**src/design/nlms_fmt_pkg.sv**
```systemverilog
package nlms_fmt_pkg;

    // Reference samples and the error share one format.
    localparam int SAMPLE_W = 14;
    typedef logic signed [SAMPLE_W-1:0] sample_t;

    localparam int WEIGHT_W = 16;
    typedef logic signed [WEIGHT_W-1:0] weight_t;
    localparam weight_t WEIGHT_MAX = {1'b0, {(WEIGHT_W-1){1'b1}}};
    localparam weight_t WEIGHT_MIN = {1'b1, {(WEIGHT_W-1){1'b0}}};

    localparam int PRODUCT_W = 2 * SAMPLE_W + 1;
    typedef logic signed [PRODUCT_W-1:0] product_t;

    // The product is scaled down by 2^7 before the division.
    localparam int PROD_SHIFT = 7;
    localparam int DIVIDEND_W = PRODUCT_W - PROD_SHIFT;
    typedef logic signed [DIVIDEND_W-1:0] dividend_t;

    localparam int POWER_W = 32;
    typedef logic [POWER_W-1:0] power_t;

    // The input power is scaled down by 2^15.
    localparam int POWER_SHIFT = 15;
    localparam int DIVISOR_W = POWER_W - POWER_SHIFT;
    typedef logic [DIVISOR_W-1:0] divisor_t;

    localparam int QUOTIENT_W = DIVIDEND_W;
    typedef logic signed [QUOTIENT_W-1:0] quotient_t;

endpackage

```
**src/design/nlms_ctrl_pkg.sv**
```systemverilog
package nlms_ctrl_pkg;

    typedef enum logic [1:0] {
        SEQ_IDLE,
        SEQ_LOAD,
        SEQ_DIVIDE,
        SEQ_WRITE
    } seq_state_t;

    // One restoring step per bit of the dividend magnitude.
    localparam int DIV_CYCLES = nlms_fmt_pkg::DIVIDEND_W;

    // Load, divide start, the divider steps and the write cycle.
    localparam int TAP_CYCLES = DIV_CYCLES + 3;

endpackage

```
**src/design/tap_delay_line.sv**
```systemverilog
`timescale 1ns/1ps

module tap_delay_line #(
    parameter int NUM_TAPS = 32
) (
    input  logic                        clk,
    input  logic                        rstn,
    input  logic                        sample_valid,
    input  nlms_fmt_pkg::sample_t       sample,
    input  logic                        busy,
    input  logic [$clog2(NUM_TAPS)-1:0] tap_idx,
    output nlms_fmt_pkg::sample_t       tap_sample
);
    import nlms_fmt_pkg::*;

    sample_t taps [NUM_TAPS];

    // Tap 0 always holds the newest sample.
    always_ff @(posedge clk or negedge rstn)
    begin
        if (!rstn)
        begin
            for (int i = 0; i < NUM_TAPS; i++)
            begin
                taps[i] <= '0;
            end
        end
        else if (sample_valid && !busy) // Frozen while a round reads the taps.
        begin
            for (int i = NUM_TAPS - 1; i > 0; i--)
            begin
                taps[i] <= taps[i-1];
            end
            taps[0] <= sample;
        end
    end

    assign tap_sample = taps[tap_idx];

    tap_idx_in_range : assert property (
        @(posedge clk) disable iff (!rstn) tap_idx < NUM_TAPS
    ) else $error("tap_delay_line: tap_idx %0d out of range", tap_idx);

endmodule

```
**src/design/tap_update_sequencer.sv**
```systemverilog
`timescale 1ns/1ps

module tap_update_sequencer #(
    parameter int NUM_TAPS = 32
) (
    input  logic                        clk,
    input  logic                        rstn,
    input  logic                        start,
    input  nlms_fmt_pkg::sample_t       err,
    input  nlms_fmt_pkg::power_t        power,
    input  nlms_fmt_pkg::sample_t       tap_sample,
    input  logic                        div_done,
    output logic [$clog2(NUM_TAPS)-1:0] tap_idx,
    output logic                        div_start,
    output nlms_fmt_pkg::dividend_t     dividend,
    output nlms_fmt_pkg::divisor_t      divisor,
    output logic                        wr_en,
    output logic [$clog2(NUM_TAPS)-1:0] wr_idx,
    output nlms_fmt_pkg::quotient_t     delta,
    input  nlms_fmt_pkg::quotient_t     quotient,
    output logic                        busy,
    output logic                        done
);
    import nlms_fmt_pkg::*;
    import nlms_ctrl_pkg::*;

    localparam int IDX_W = $clog2(NUM_TAPS);

    seq_state_t state;
    sample_t    err_q;
    power_t     power_q;
    product_t   product;
    logic       last_tap;
    logic       accept;

    assign product  = product_t'(err_q) * product_t'(tap_sample);
    assign last_tap = (tap_idx == IDX_W'(NUM_TAPS - 1));

    // The last write cycle already counts as free, so a new round can follow
    // back to back and the round length stays NUM_TAPS * TAP_CYCLES.
    assign done   = (state == SEQ_WRITE) && last_tap;
    assign busy   = (state != SEQ_IDLE) && !done;
    assign accept = start && !busy;

    assign wr_en  = (state == SEQ_WRITE);
    assign wr_idx = tap_idx;
    assign delta  = quotient;

    always_ff @(posedge clk or negedge rstn)
    begin
        if (!rstn)
        begin
            state     <= SEQ_IDLE;
            tap_idx   <= '0;
            div_start <= 1'b0;
        end
        else
        begin
            div_start <= (state == SEQ_LOAD); // Operands are registered by now.
            case (state)
                SEQ_IDLE:
                begin
                    if (accept)
                    begin
                        state <= SEQ_LOAD;
                    end
                end
                SEQ_LOAD:
                begin
                    state <= SEQ_DIVIDE;
                end
                SEQ_DIVIDE:
                begin
                    if (div_done)
                    begin
                        state <= SEQ_WRITE;
                    end
                end
                SEQ_WRITE:
                begin
                    if (!last_tap)
                    begin
                        tap_idx <= tap_idx + 1'b1;
                        state   <= SEQ_LOAD;
                    end
                    else
                    begin
                        tap_idx <= '0;
                        state   <= accept ? SEQ_LOAD : SEQ_IDLE;
                    end
                end
                default:
                begin
                    state <= SEQ_IDLE;
                end
            endcase
        end
    end

    // Error and power are held for the whole round.
    always_ff @(posedge clk)
    begin
        if (accept)
        begin
            err_q   <= err;
            power_q <= power;
        end
        if (state == SEQ_LOAD)
        begin
            dividend <= dividend_t'(product >>> PROD_SHIFT);
            divisor  <= divisor_t'(power_q >> POWER_SHIFT);
        end
    end

    no_div_done_idle : assert property (
        @(posedge clk) disable iff (!rstn) div_done |-> state != SEQ_IDLE
    ) else $error("tap_update_sequencer: div_done while idle");

    done_one_cycle : assert property (
        @(posedge clk) disable iff (!rstn) done |=> !done
    ) else $error("tap_update_sequencer: done held longer than one cycle");

endmodule

```
**src/design/signed_divider.sv**
```systemverilog
`timescale 1ns/1ps

module signed_divider (
    input  logic                    clk,
    input  logic                    rstn,
    input  logic                    div_start,
    input  nlms_fmt_pkg::dividend_t dividend,
    input  nlms_fmt_pkg::divisor_t  divisor,
    output logic                    div_done,
    output nlms_fmt_pkg::quotient_t quotient
);
    import nlms_fmt_pkg::*;
    import nlms_ctrl_pkg::*;

    localparam int MAG_W = DIVIDEND_W;
    localparam int CNT_W = $clog2(DIV_CYCLES + 1);

    logic             active;
    logic [CNT_W-1:0] cnt;
    logic             neg_q;
    logic             zero_q;
    divisor_t         dvs_q;
    logic [MAG_W-1:0] num_q;
    divisor_t         rem_q;

    logic [MAG_W-1:0]   num_src;
    divisor_t           rem_src;
    divisor_t           dvs_src;
    logic [DIVISOR_W:0] trial;
    logic [DIVISOR_W:0] diff;
    logic [MAG_W-1:0]   num_next;
    divisor_t           rem_next;
    quotient_t          result;

    // The first step runs in the div_start cycle straight from the inputs,
    // which puts div_done exactly DIV_CYCLES cycles later.
    always_comb
    begin
        if (div_start)
        begin
            num_src = dividend[DIVIDEND_W-1] ? $unsigned(-dividend) : $unsigned(dividend);
            rem_src = '0;
            dvs_src = divisor;
        end
        else
        begin
            num_src = num_q;
            rem_src = rem_q;
            dvs_src = dvs_q;
        end

        trial = {rem_src, num_src[MAG_W-1]};
        diff  = trial - {1'b0, dvs_src};
        if (trial >= {1'b0, dvs_src})
        begin
            rem_next = diff[DIVISOR_W-1:0];
            num_next = {num_src[MAG_W-2:0], 1'b1};
        end
        else
        begin
            rem_next = trial[DIVISOR_W-1:0];
            num_next = {num_src[MAG_W-2:0], 1'b0};
        end
    end

    // Magnitude division then sign, so the result truncates toward zero.
    assign result = zero_q ? '0 : (neg_q ? quotient_t'(-num_next) : quotient_t'(num_next));

    always_ff @(posedge clk or negedge rstn)
    begin
        if (!rstn)
        begin
            active   <= 1'b0;
            cnt      <= '0;
            div_done <= 1'b0;
        end
        else
        begin
            div_done <= 1'b0;
            if (div_start)
            begin
                active <= 1'b1;
                cnt    <= CNT_W'(DIV_CYCLES - 1);
            end
            else if (active)
            begin
                cnt <= cnt - 1'b1;
                if (cnt == CNT_W'(1))
                begin
                    active   <= 1'b0;
                    div_done <= 1'b1;
                end
            end
        end
    end

    always_ff @(posedge clk)
    begin
        if (div_start || active)
        begin
            num_q <= num_next; // Quotient bits shift in from the right.
            rem_q <= rem_next;
        end
        if (div_start)
        begin
            dvs_q  <= divisor;
            neg_q  <= dividend[DIVIDEND_W-1];
            zero_q <= (divisor == '0);
        end
        if (active && cnt == CNT_W'(1))
        begin
            quotient <= result; // Held until the next division ends.
        end
    end

    no_restart : assert property (
        @(posedge clk) disable iff (!rstn) div_start |-> !active
    ) else $error("signed_divider: div_start during a division");

endmodule

```
**src/design/weight_bank.sv**
```systemverilog
`timescale 1ns/1ps

module weight_bank #(
    parameter int NUM_TAPS = 32
) (
    input  logic                        clk,
    input  logic                        rstn,
    input  logic                        wr_en,
    input  logic [$clog2(NUM_TAPS)-1:0] wr_idx,
    input  nlms_fmt_pkg::quotient_t     delta,
    input  logic [$clog2(NUM_TAPS)-1:0] rd_idx,
    output nlms_fmt_pkg::weight_t       rd_weight
);
    import nlms_fmt_pkg::*;

    // One guard bit above the wider operand keeps the sum exact.
    localparam int SUM_W = ((QUOTIENT_W > WEIGHT_W) ? QUOTIENT_W : WEIGHT_W) + 1;

    weight_t                 weights [NUM_TAPS];
    logic signed [SUM_W-1:0] sum;
    weight_t                 sat;

    assign sum = SUM_W'(weights[wr_idx]) + SUM_W'(delta);

    always_comb
    begin
        if (sum > SUM_W'(WEIGHT_MAX))
        begin
            sat = WEIGHT_MAX;
        end
        else if (sum < SUM_W'(WEIGHT_MIN))
        begin
            sat = WEIGHT_MIN;
        end
        else
        begin
            sat = weight_t'(sum);
        end
    end

    always_ff @(posedge clk or negedge rstn)
    begin
        if (!rstn)
        begin
            for (int i = 0; i < NUM_TAPS; i++)
            begin
                weights[i] <= '0;
            end
        end
        else if (wr_en)
        begin
            weights[wr_idx] <= sat;
        end
    end

    assign rd_weight = weights[rd_idx];

    wr_idx_in_range : assert property (
        @(posedge clk) disable iff (!rstn) wr_en |-> wr_idx < NUM_TAPS
    ) else $error("weight_bank: wr_idx %0d out of range", wr_idx);

endmodule

```
**src/design/nlms_weight_update.sv**
```systemverilog
`timescale 1ns/1ps

module nlms_weight_update #(
    parameter int NUM_TAPS = 32
) (
    input  logic                        clk,
    input  logic                        rstn,
    input  logic                        sample_valid,
    input  nlms_fmt_pkg::sample_t       sample,
    input  logic                        start,
    input  nlms_fmt_pkg::sample_t       err,
    input  nlms_fmt_pkg::power_t        power,
    input  logic [$clog2(NUM_TAPS)-1:0] rd_idx,
    output logic                        busy,
    output logic                        done,
    output nlms_fmt_pkg::weight_t       rd_weight
);
    import nlms_fmt_pkg::*;

    localparam int IDX_W = $clog2(NUM_TAPS);

    logic [IDX_W-1:0] tap_idx;
    sample_t          tap_sample;
    logic             div_start;
    dividend_t        dividend;
    divisor_t         divisor;
    logic             div_done;
    quotient_t        quotient;
    logic             wr_en;
    logic [IDX_W-1:0] wr_idx;
    quotient_t        delta;

    tap_delay_line #(
        .NUM_TAPS (NUM_TAPS)
    ) delay_line_i (
        .clk          (clk),
        .rstn         (rstn),
        .sample_valid (sample_valid),
        .sample       (sample),
        .busy         (busy),
        .tap_idx      (tap_idx),
        .tap_sample   (tap_sample)
    );

    tap_update_sequencer #(
        .NUM_TAPS (NUM_TAPS)
    ) sequencer_i (
        .clk        (clk),
        .rstn       (rstn),
        .start      (start),
        .err        (err),
        .power      (power),
        .tap_sample (tap_sample),
        .div_done   (div_done),
        .tap_idx    (tap_idx),
        .div_start  (div_start),
        .dividend   (dividend),
        .divisor    (divisor),
        .wr_en      (wr_en),
        .wr_idx     (wr_idx),
        .delta      (delta),
        .quotient   (quotient),
        .busy       (busy),
        .done       (done)
    );

    signed_divider divider_i (
        .clk       (clk),
        .rstn      (rstn),
        .div_start (div_start),
        .dividend  (dividend),
        .divisor   (divisor),
        .div_done  (div_done),
        .quotient  (quotient)
    );

    weight_bank #(
        .NUM_TAPS (NUM_TAPS)
    ) bank_i (
        .clk       (clk),
        .rstn      (rstn),
        .wr_en     (wr_en),
        .wr_idx    (wr_idx),
        .delta     (delta),
        .rd_idx    (rd_idx),
        .rd_weight (rd_weight)
    );

endmodule

```
**config.mk**
```make
export PLATFORM = sky130hd
export DESIGN_NAME = nlms_weight_update
export DESIGN_NICKNAME = d
export VERILOG_FILES = /design/src/design/nlms_fmt_pkg.sv /design/src/design/nlms_ctrl_pkg.sv /design/src/design/tap_delay_line.sv /design/src/design/tap_update_sequencer.sv /design/src/design/signed_divider.sv /design/src/design/weight_bank.sv /design/src/design/nlms_weight_update.sv
export SDC_FILE = /design/constraint.sdc
export NUM_CORES = 2
export LEC_CHECK = 0
export BUFFER_PORTS_ARGS = -buffer_cell sky130_fd_sc_hd__buf_2
export CORE_MARGIN = 1
export CORE_UTILIZATION = 50
export CTS_CLUSTER_SIZE = 40
export DETAILED_ROUTE_END_ITERATION = 12
export PLACE_DENSITY_LB_ADDON = 0.08
export SKIP_LAST_GASP = 1
export SLEW_MARGIN = 20
export SYNTH_ARGS = -nofsm -noshare
export SYNTH_HDL_FRONTEND = slang
export SYNTH_SLANG_ARGS = --single-unit
```
**constraint.sdc**
```tcl
create_clock -name clk -period 13.5 [get_ports clk]
set_input_delay 1.35 -clock clk [delete_from_list [all_inputs] [get_ports clk]]
set_output_delay 1.35 -clock clk [all_outputs]
set_load 0.1 [all_outputs]
```
# After elaboration in Yosys (flattened, before gate mapping)

Index checks and enable logic that the tools add are counted.

Output and inout port bits: 18
Word-level logic and storage cells: 151
Flip-flop bits (word level): 1140
Bits of input ports: 69

Equality and inequality tests: 7
Reductions and logical operators: 14
Magnitude comparators: 6
Add/subtract/negate cells: 6
Multipliers: 1
Mux-type cells: 35
Bitwise operators: 2

Operators with widths:

| cell                                                                   | count |
|---|---|
| 512-bit bitwise mux                                                    | 1 |
| 16-bit binary-select mux with 5-bit select                             | 2 |
| 16-bit 2-to-1 mux                                                      | 7 |
| 16-bit demux with 5-bit select                                         | 1 |
| 14-bit binary-select mux with 5-bit select                             | 1 |
| 22-bit 2-to-1 mux                                                      | 3 |
| 17-bit 2-to-1 mux                                                      | 3 |
| 22-bit negation                                                        | 2 |
| 14-bit by 14-bit multiplier with 28-bit output                         | 1 |
| 14-bit 2-to-1 mux                                                      | 2 |
| 16-bit by 22-bit adder with 23-bit output                              | 1 |
| 23-bit by 16-bit > comparator with 1-bit output, second input constant | 1 |
| 23-bit by 16-bit < comparator with 1-bit output, second input constant | 1 |
| 18-bit by 17-bit >= comparator with 1-bit output                       | 1 |
| 17-bit zero test                                                       | 1 |
| 17-bit subtractor                                                      | 1 |
| 5-bit 2-to-1 mux                                                       | 3 |
| 6-bit >= comparator, second input constant                             | 2 |
| 5-bit inverter with 6-bit output                                       | 2 |
| 1-bit 2-to-1 mux                                                       | 8 |
| 2-bit case mux with 4 select lines                                     | 1 |
| 1-bit logical AND                                                      | 6 |
| 6-bit by 1-bit < comparator with 1-bit output, second input constant   | 1 |
| 2-bit 2-to-1 mux                                                       | 3 |
| 12 further kinds                                                       | 16 |

# Depth between registers and ports, before layout

Word-level depth: 9
Depth in mapped cells: 31
Gate-level depth less buffers: 27

# Modules after synthesis

From an unflattened synthesis, not the netlist that was laid out.

Cell total of the unflattened synthesis: 5456
Area, all modules: 64443.1 um^2

By module, submodules not included:

| module               | area an instance (um^2) | cells an instance | times used | sequential area each (um^2) |
|---|---|---|---|---|
| weight_bank          | 28143.2                 | 2477              | 1          | 12812.3 |
| tap_delay_line       | 20571.0                 | 1445              | 1          | 11210.8 |
| tap_update_sequencer | 10286.1                 | 991               | 1          | 2272.2 |
| signed_divider       | 5442.7                  | 543               | 1          | 2407.3 |

# Worst setup path before layout

Ideal clock, no wire load.

Kind: register -> register
Start: reg sequencer_i.tap_idx[0]
End: reg sequencer_i.dividend[15] (data pin)
Period minus slack after synthesis: 7.986 ns
Cell stages (with the launch flop): 30
Arrival time: 7.725 ns
Buffers on the path: 5
Setup time: 0.261 ns
Slack: 5.514 ns
Cells stage by stage: dfrtp_1 -> clkbuf_1 -> buf_2 -> buf_2 -> buf_1 -> mux4_2 -> a22oi_1 -> nand4_1 -> clkbuf_1 -> and2_1 -> fa_1 -> inv_1 -> fa_1 -> inv_1 -> fa_1 -> fa_1 -> fa_1 -> inv_1 -> fa_1 -> inv_1 -> ha_1 -> a21o_1 -> a21oi_1 -> o21a_1 -> o21ai_0 -> a311oi_1 -> a21oi_1 -> o21a_1 -> nor4_1 -> a311o_1

Word-level cells in the longest chain between the ends: 5

Ends and longest elaborated chain:

| what                                                   | line                        | text |
|---|---|---|
| start: declaration                                     | tap_update_sequencer.sv:13  | `output logic [$clog2(NUM_TAPS)-1:0] tap_idx,` |
| start signal: assignment                               | tap_update_sequencer.sv:83  | `tap_idx <= tap_idx + 1'b1;` |
| 5-bit inverter with 6-bit output (implied by the code) | tap_delay_line.sv:38        | `assign tap_sample = taps[tap_idx];` |
| 14-bit binary-select mux with 5-bit select             | tap_delay_line.sv:38        |  |
| 14-bit 2-to-1 mux (implied by the code) (2 in series)  | tap_delay_line.sv:38        |  |
| 14-bit by 14-bit multiplier with 28-bit output         | tap_update_sequencer.sv:36  | `assign product = product_t'(err_q) * product_t'(tap_sample);` |
| named net sequencer_i.product[22]                      | tap_update_sequencer.sv:32  | `product_t product;` |
| end signal: assignment                                 | tap_update_sequencer.sv:110 | `dividend <= dividend_t'(product >>> PROD_SHIFT);` |
| end: declaration                                       | tap_update_sequencer.sv:15  | `output nlms_fmt_pkg::dividend_t dividend,` |

The timed path passes the listed nets, and every way through them passes these cells. The select of a mux whose other input is x is not followed.
A chain may end at the register's enable or synchronous reset.

# Final worst setup path

Same ends and word-level chain as after synthesis.

==> impl_results.md <==
* Run status: finished, final reports clean
* Crit. End Element: flop
* Type of the most critical hold path: reg2reg
* Commonest non-fill, non-tap cell in the layout: sky130_fd_sc_hd__dfrtp_1
* Worst-path cell with the longest stage delay: sky130_fd_sc_hd__dfrtp_4
* CTS root buffer: sky130_fd_sc_hd__clkbuf_16
* Tightest Pin Transition at about 1100 ps
* TritonCTS clock tree: built
* Worst clock skew at 23.28 ps
* Seq/Total Area, Yosys at ~45%
* Die H at 360.7 microns
* Syn Inst Count at 5210
* Routability congestion estimate at 0.8362
* Effective utilization at floorplan at 50.44%
* Share of final-layout standard cells stronger than drive strength 1 at 25.69%
* Final period utilization at 71.62%
* Routed metal-1 wire length at 76.88 mm
* Worst endpoint required time at 14000 ps
* Drt first-iter violations at 4442
* Largest net degree at the start of global routing at 166
* Share of flip-flops with an asynchronous set or reset after synthesis at 86.74%
* Skew-Pair Late Insertion Delay at a little under 800 ps
* Total chip power at 7.152 mW
* Pwr Density at 101.5 nW/um^2
* Total clock sinks at 1124
* Maximum fanout along the worst path at 36
* Worst ir drop on vdd at approximately 130 uV
* Final worst path period need at approximately 9700 ps
* Number of warnings reported in the yosys synthesis log at 0
* CTS clk-pin slew, worst paths at around 60 ps
* WP depth at 24
* Minimum setup slack in the final design at 3832 ps
* Placeable Area at roughly 130000 sq um
* Number of detailed-route iterations in the first pass at 5
* Half-perimeter wire length of the detailed placement result at 102.5 mm
* Total of max-cap violations at 0
* Number of instances resized during post-cts repair at 0
* Worst setup path category: reg2reg
* Top achievable clock speed at 103.4 MHz
* Cell breakdown of the critical path: buf_4, buf_4, mux4_2, a22oi_1, nand4_1, nand2_1, fa_1, fa_1, inv_1, fa_1, fa_1, fa_1, inv_1, fa_1, inv_1, ha_1, nand4_1, nor3_1, and4_1, nand4_1, a21oi_1, o21a_1, nor4_1, a311o_1
* I/O pins at between 80 and 90
* Final Hold Viols at 0
* Slew Limit Fails at 0
* Number of enable flip-flop cells after synthesis at 132
* Via count of the first global-routing pass at 43894
* GR Util All Layers at a little over a quarter
* Setup-violating endpoint count in the final report at 0
* Cell occurring most often along the worst timing path: sky130_fd_sc_hd__fa_1
* Internal reg-to-reg setup slack at 3830 ps
* Met3 wire length at between 10 and 15 mm
* Drt wl/cell at 25.45 microns
* Unrepaired setup endpoints after global routing: no
* Detailed route wirelength on metal2 at approximately 80 mm
* Net total in the final layout at 5442
* Uppermost routed layer: met5
* Number of antenna violations at the first check in global routing at 3
* Maximum number of buffers from clock root to sink at 3
* Die width at around 360 microns
* Count of cells along the worst register-to-register path at 24
* Net count after synthesis at 5592
* Mean cell area of the mapped netlist at 12.35 sq um
* Crit path max-delay family: adder cells
* Min-Delay Endpoint: sequencer_i.divisor[15]
* Die area at around 130000 sq um
* Top flip-flop cell by instance count after synthesis: sky130_fd_sc_hd__dfrtp_1
* CTS Buf Count at between 100 and 150
* Pre-CTS WS at 3704 ps
* Startpoint of the tightest hold check path: sequencer_i.power_q[30]
* Leakage power at 31.03 nW
* Total setup buffers inserted after CTS at 0
* Endpoint of the most critical register-to-register path: sequencer_i.dividend[15]
* Setup TNS after final layout at 0 ps
* Number of distinct library cells after synthesis at 75
* Top library cells by usage in the layout, fill and taps aside: sky130_fd_sc_hd__dfrtp_1 (972), sky130_fd_sc_hd__nor2_1 (511), sky130_fd_sc_hd__mux2_2 (474)
* Reg-to-reg critical path startpoint: sequencer_i.tap_idx[0]
* Number of antenna-violating nets in the routed design at 0
* Via Count at ~43000
* Core Util, Final at between 50% and 60%
* Critical Path AT at 10170 ps
* Number of rows created at floorplan at 131
* Post-synthesis instance area at 64320 sq um
* Maximum single-stage delay on the critical path at around 930 ps
* Port bufs at 71
* First-pass GRT wire length at 270.4 mm
* Detailed Route WL at 173.8 mm
* Htree depth at 4
* DRC violations left at 0
* Cts-stage hold buffer count at 0
* Worst max-slew margin expressed relative to the limit at 24.78%
* Critical Path Start Type: flop
* Number of cells on the worst hold path at 0
* GR Overflow Total at 0
* Number of vias per cell at about 6.4
* Ant diodes at 0
* Area growth from synthesis to final layout at 9.549%
* Count of buffer and inverter cells on the critical path at 5
* Number of synthesized register bits at 1124
-- layer usage --
layer | track usage [%] | vias to the layer above
li1 | - | 19158
met1 | 39.23 | 22650
met2 | 41.33 | 1395
met3 | 5.200 | 275
met4 | 8.385 | 2
met5 | 0 | -
-- Yosys cell counts, drive strengths merged (22+ instances only) --
cell    count  area share, %
a21o       22           0.26
a21oi      55           0.43
a22oi     115            1.3
a41oi     421            5.7
and2      115            1.1
buf       103           0.74
clkbuf    349            2.0
dfrtp     975             38
edfxtp    132            6.2
fa        196            6.1
ha        117            2.3
inv       288            1.7
mux2      475            8.3
mux2i      54           0.84
mux4      386             14
nand2     274            1.6
nand3      24           0.19
nand4      42           0.41
nor2      549            3.2
nor2b      25           0.24
nor3       26           0.21
nor4       22           0.25
o21ai      88           0.68
o31ai      45           0.53
o41ai      40           0.54
xnor2      56           0.76
xor2       34           0.46
-- cell families (layout without fill, tap and decap cells) --
kind of cell / count (synthesis) / after routing / share of synthesized area, %
XOR/XNOR: 90 / 90 / 1.226
AND/OR/NAND/NOR: 1149 / 1149 / 7.985
multiplexers: 915 / 915 / 22.67
AO/OA/AOI/OAI: 879 / 879 / 10.66
adder cells (fa/ha/maj): 313 / 313 / 8.376
flip-flops: 1124 / 1124 / 44.63
buffers and inverters: 740 / 695 / 4.453
-- flip-flops by register name (all words and copies together) (netlist names), 5 cells and up --
signal,flops
divider_i.cnt,5
bank_i.weights,512
delay_line_i.taps,448
sequencer_i.dividend,21
divider_i.num_q,22
divider_i.rem_q,17
divider_i.quotient,22
sequencer_i.divisor,17
sequencer_i.tap_idx,5
divider_i.dvs_q,17
sequencer_i.power_q,17
sequencer_i.err_q,14
-- layout make-up --
class                           count  area [sq um]
Inverter                          288          1081
Fill cell                       10734         57060
Timing Repair Buffer              169          1232
Sequential cell                  1124         28710
Clock inverter                     50         595.6
Tap cell                         1662          2079
Clock buffer                      188          3782
Multi-Input combinational cell   3346         32980
-- worst max-delay path by stage --
stage / slack [ps] / start / to
after floorplan: 5510 / sequencer_i.tap_idx[0] / sequencer_i.dividend[15]
after global placement: 3750 / sequencer_i.tap_idx[0] / sequencer_i.dividend[15]
after detailed placement: 3700 / sequencer_i.tap_idx[0] / sequencer_i.dividend[15]
after CTS: 3670 / sequencer_i.tap_idx[0] / sequencer_i.dividend[15]
after global routing: 3180 / sequencer_i.tap_idx[0] / sequencer_i.dividend[15]
final: 3830 / sequencer_i.tap_idx[0] / sequencer_i.dividend[15]
-- power breakdown --
part | switching [mW] | internal [mW]
Combinational | 0.103 | 0.0335
Sequential | 0 | 3.42
Clock | 1.49 | 2.10
-- stage by stage --
step	cells	hold WS, ps	instance area, sq um
5_1_grt	6827	417.6	70460
6_report	6827	415.7	70460
3_5_place_dp	6588	404.5	66020
2_1_floorplan	5210	400.3	64320
3_3_place_gp	6588	400.8	66020
4_1_cts	6826	417.8	70400
Power figures use the tool's default switching activity.
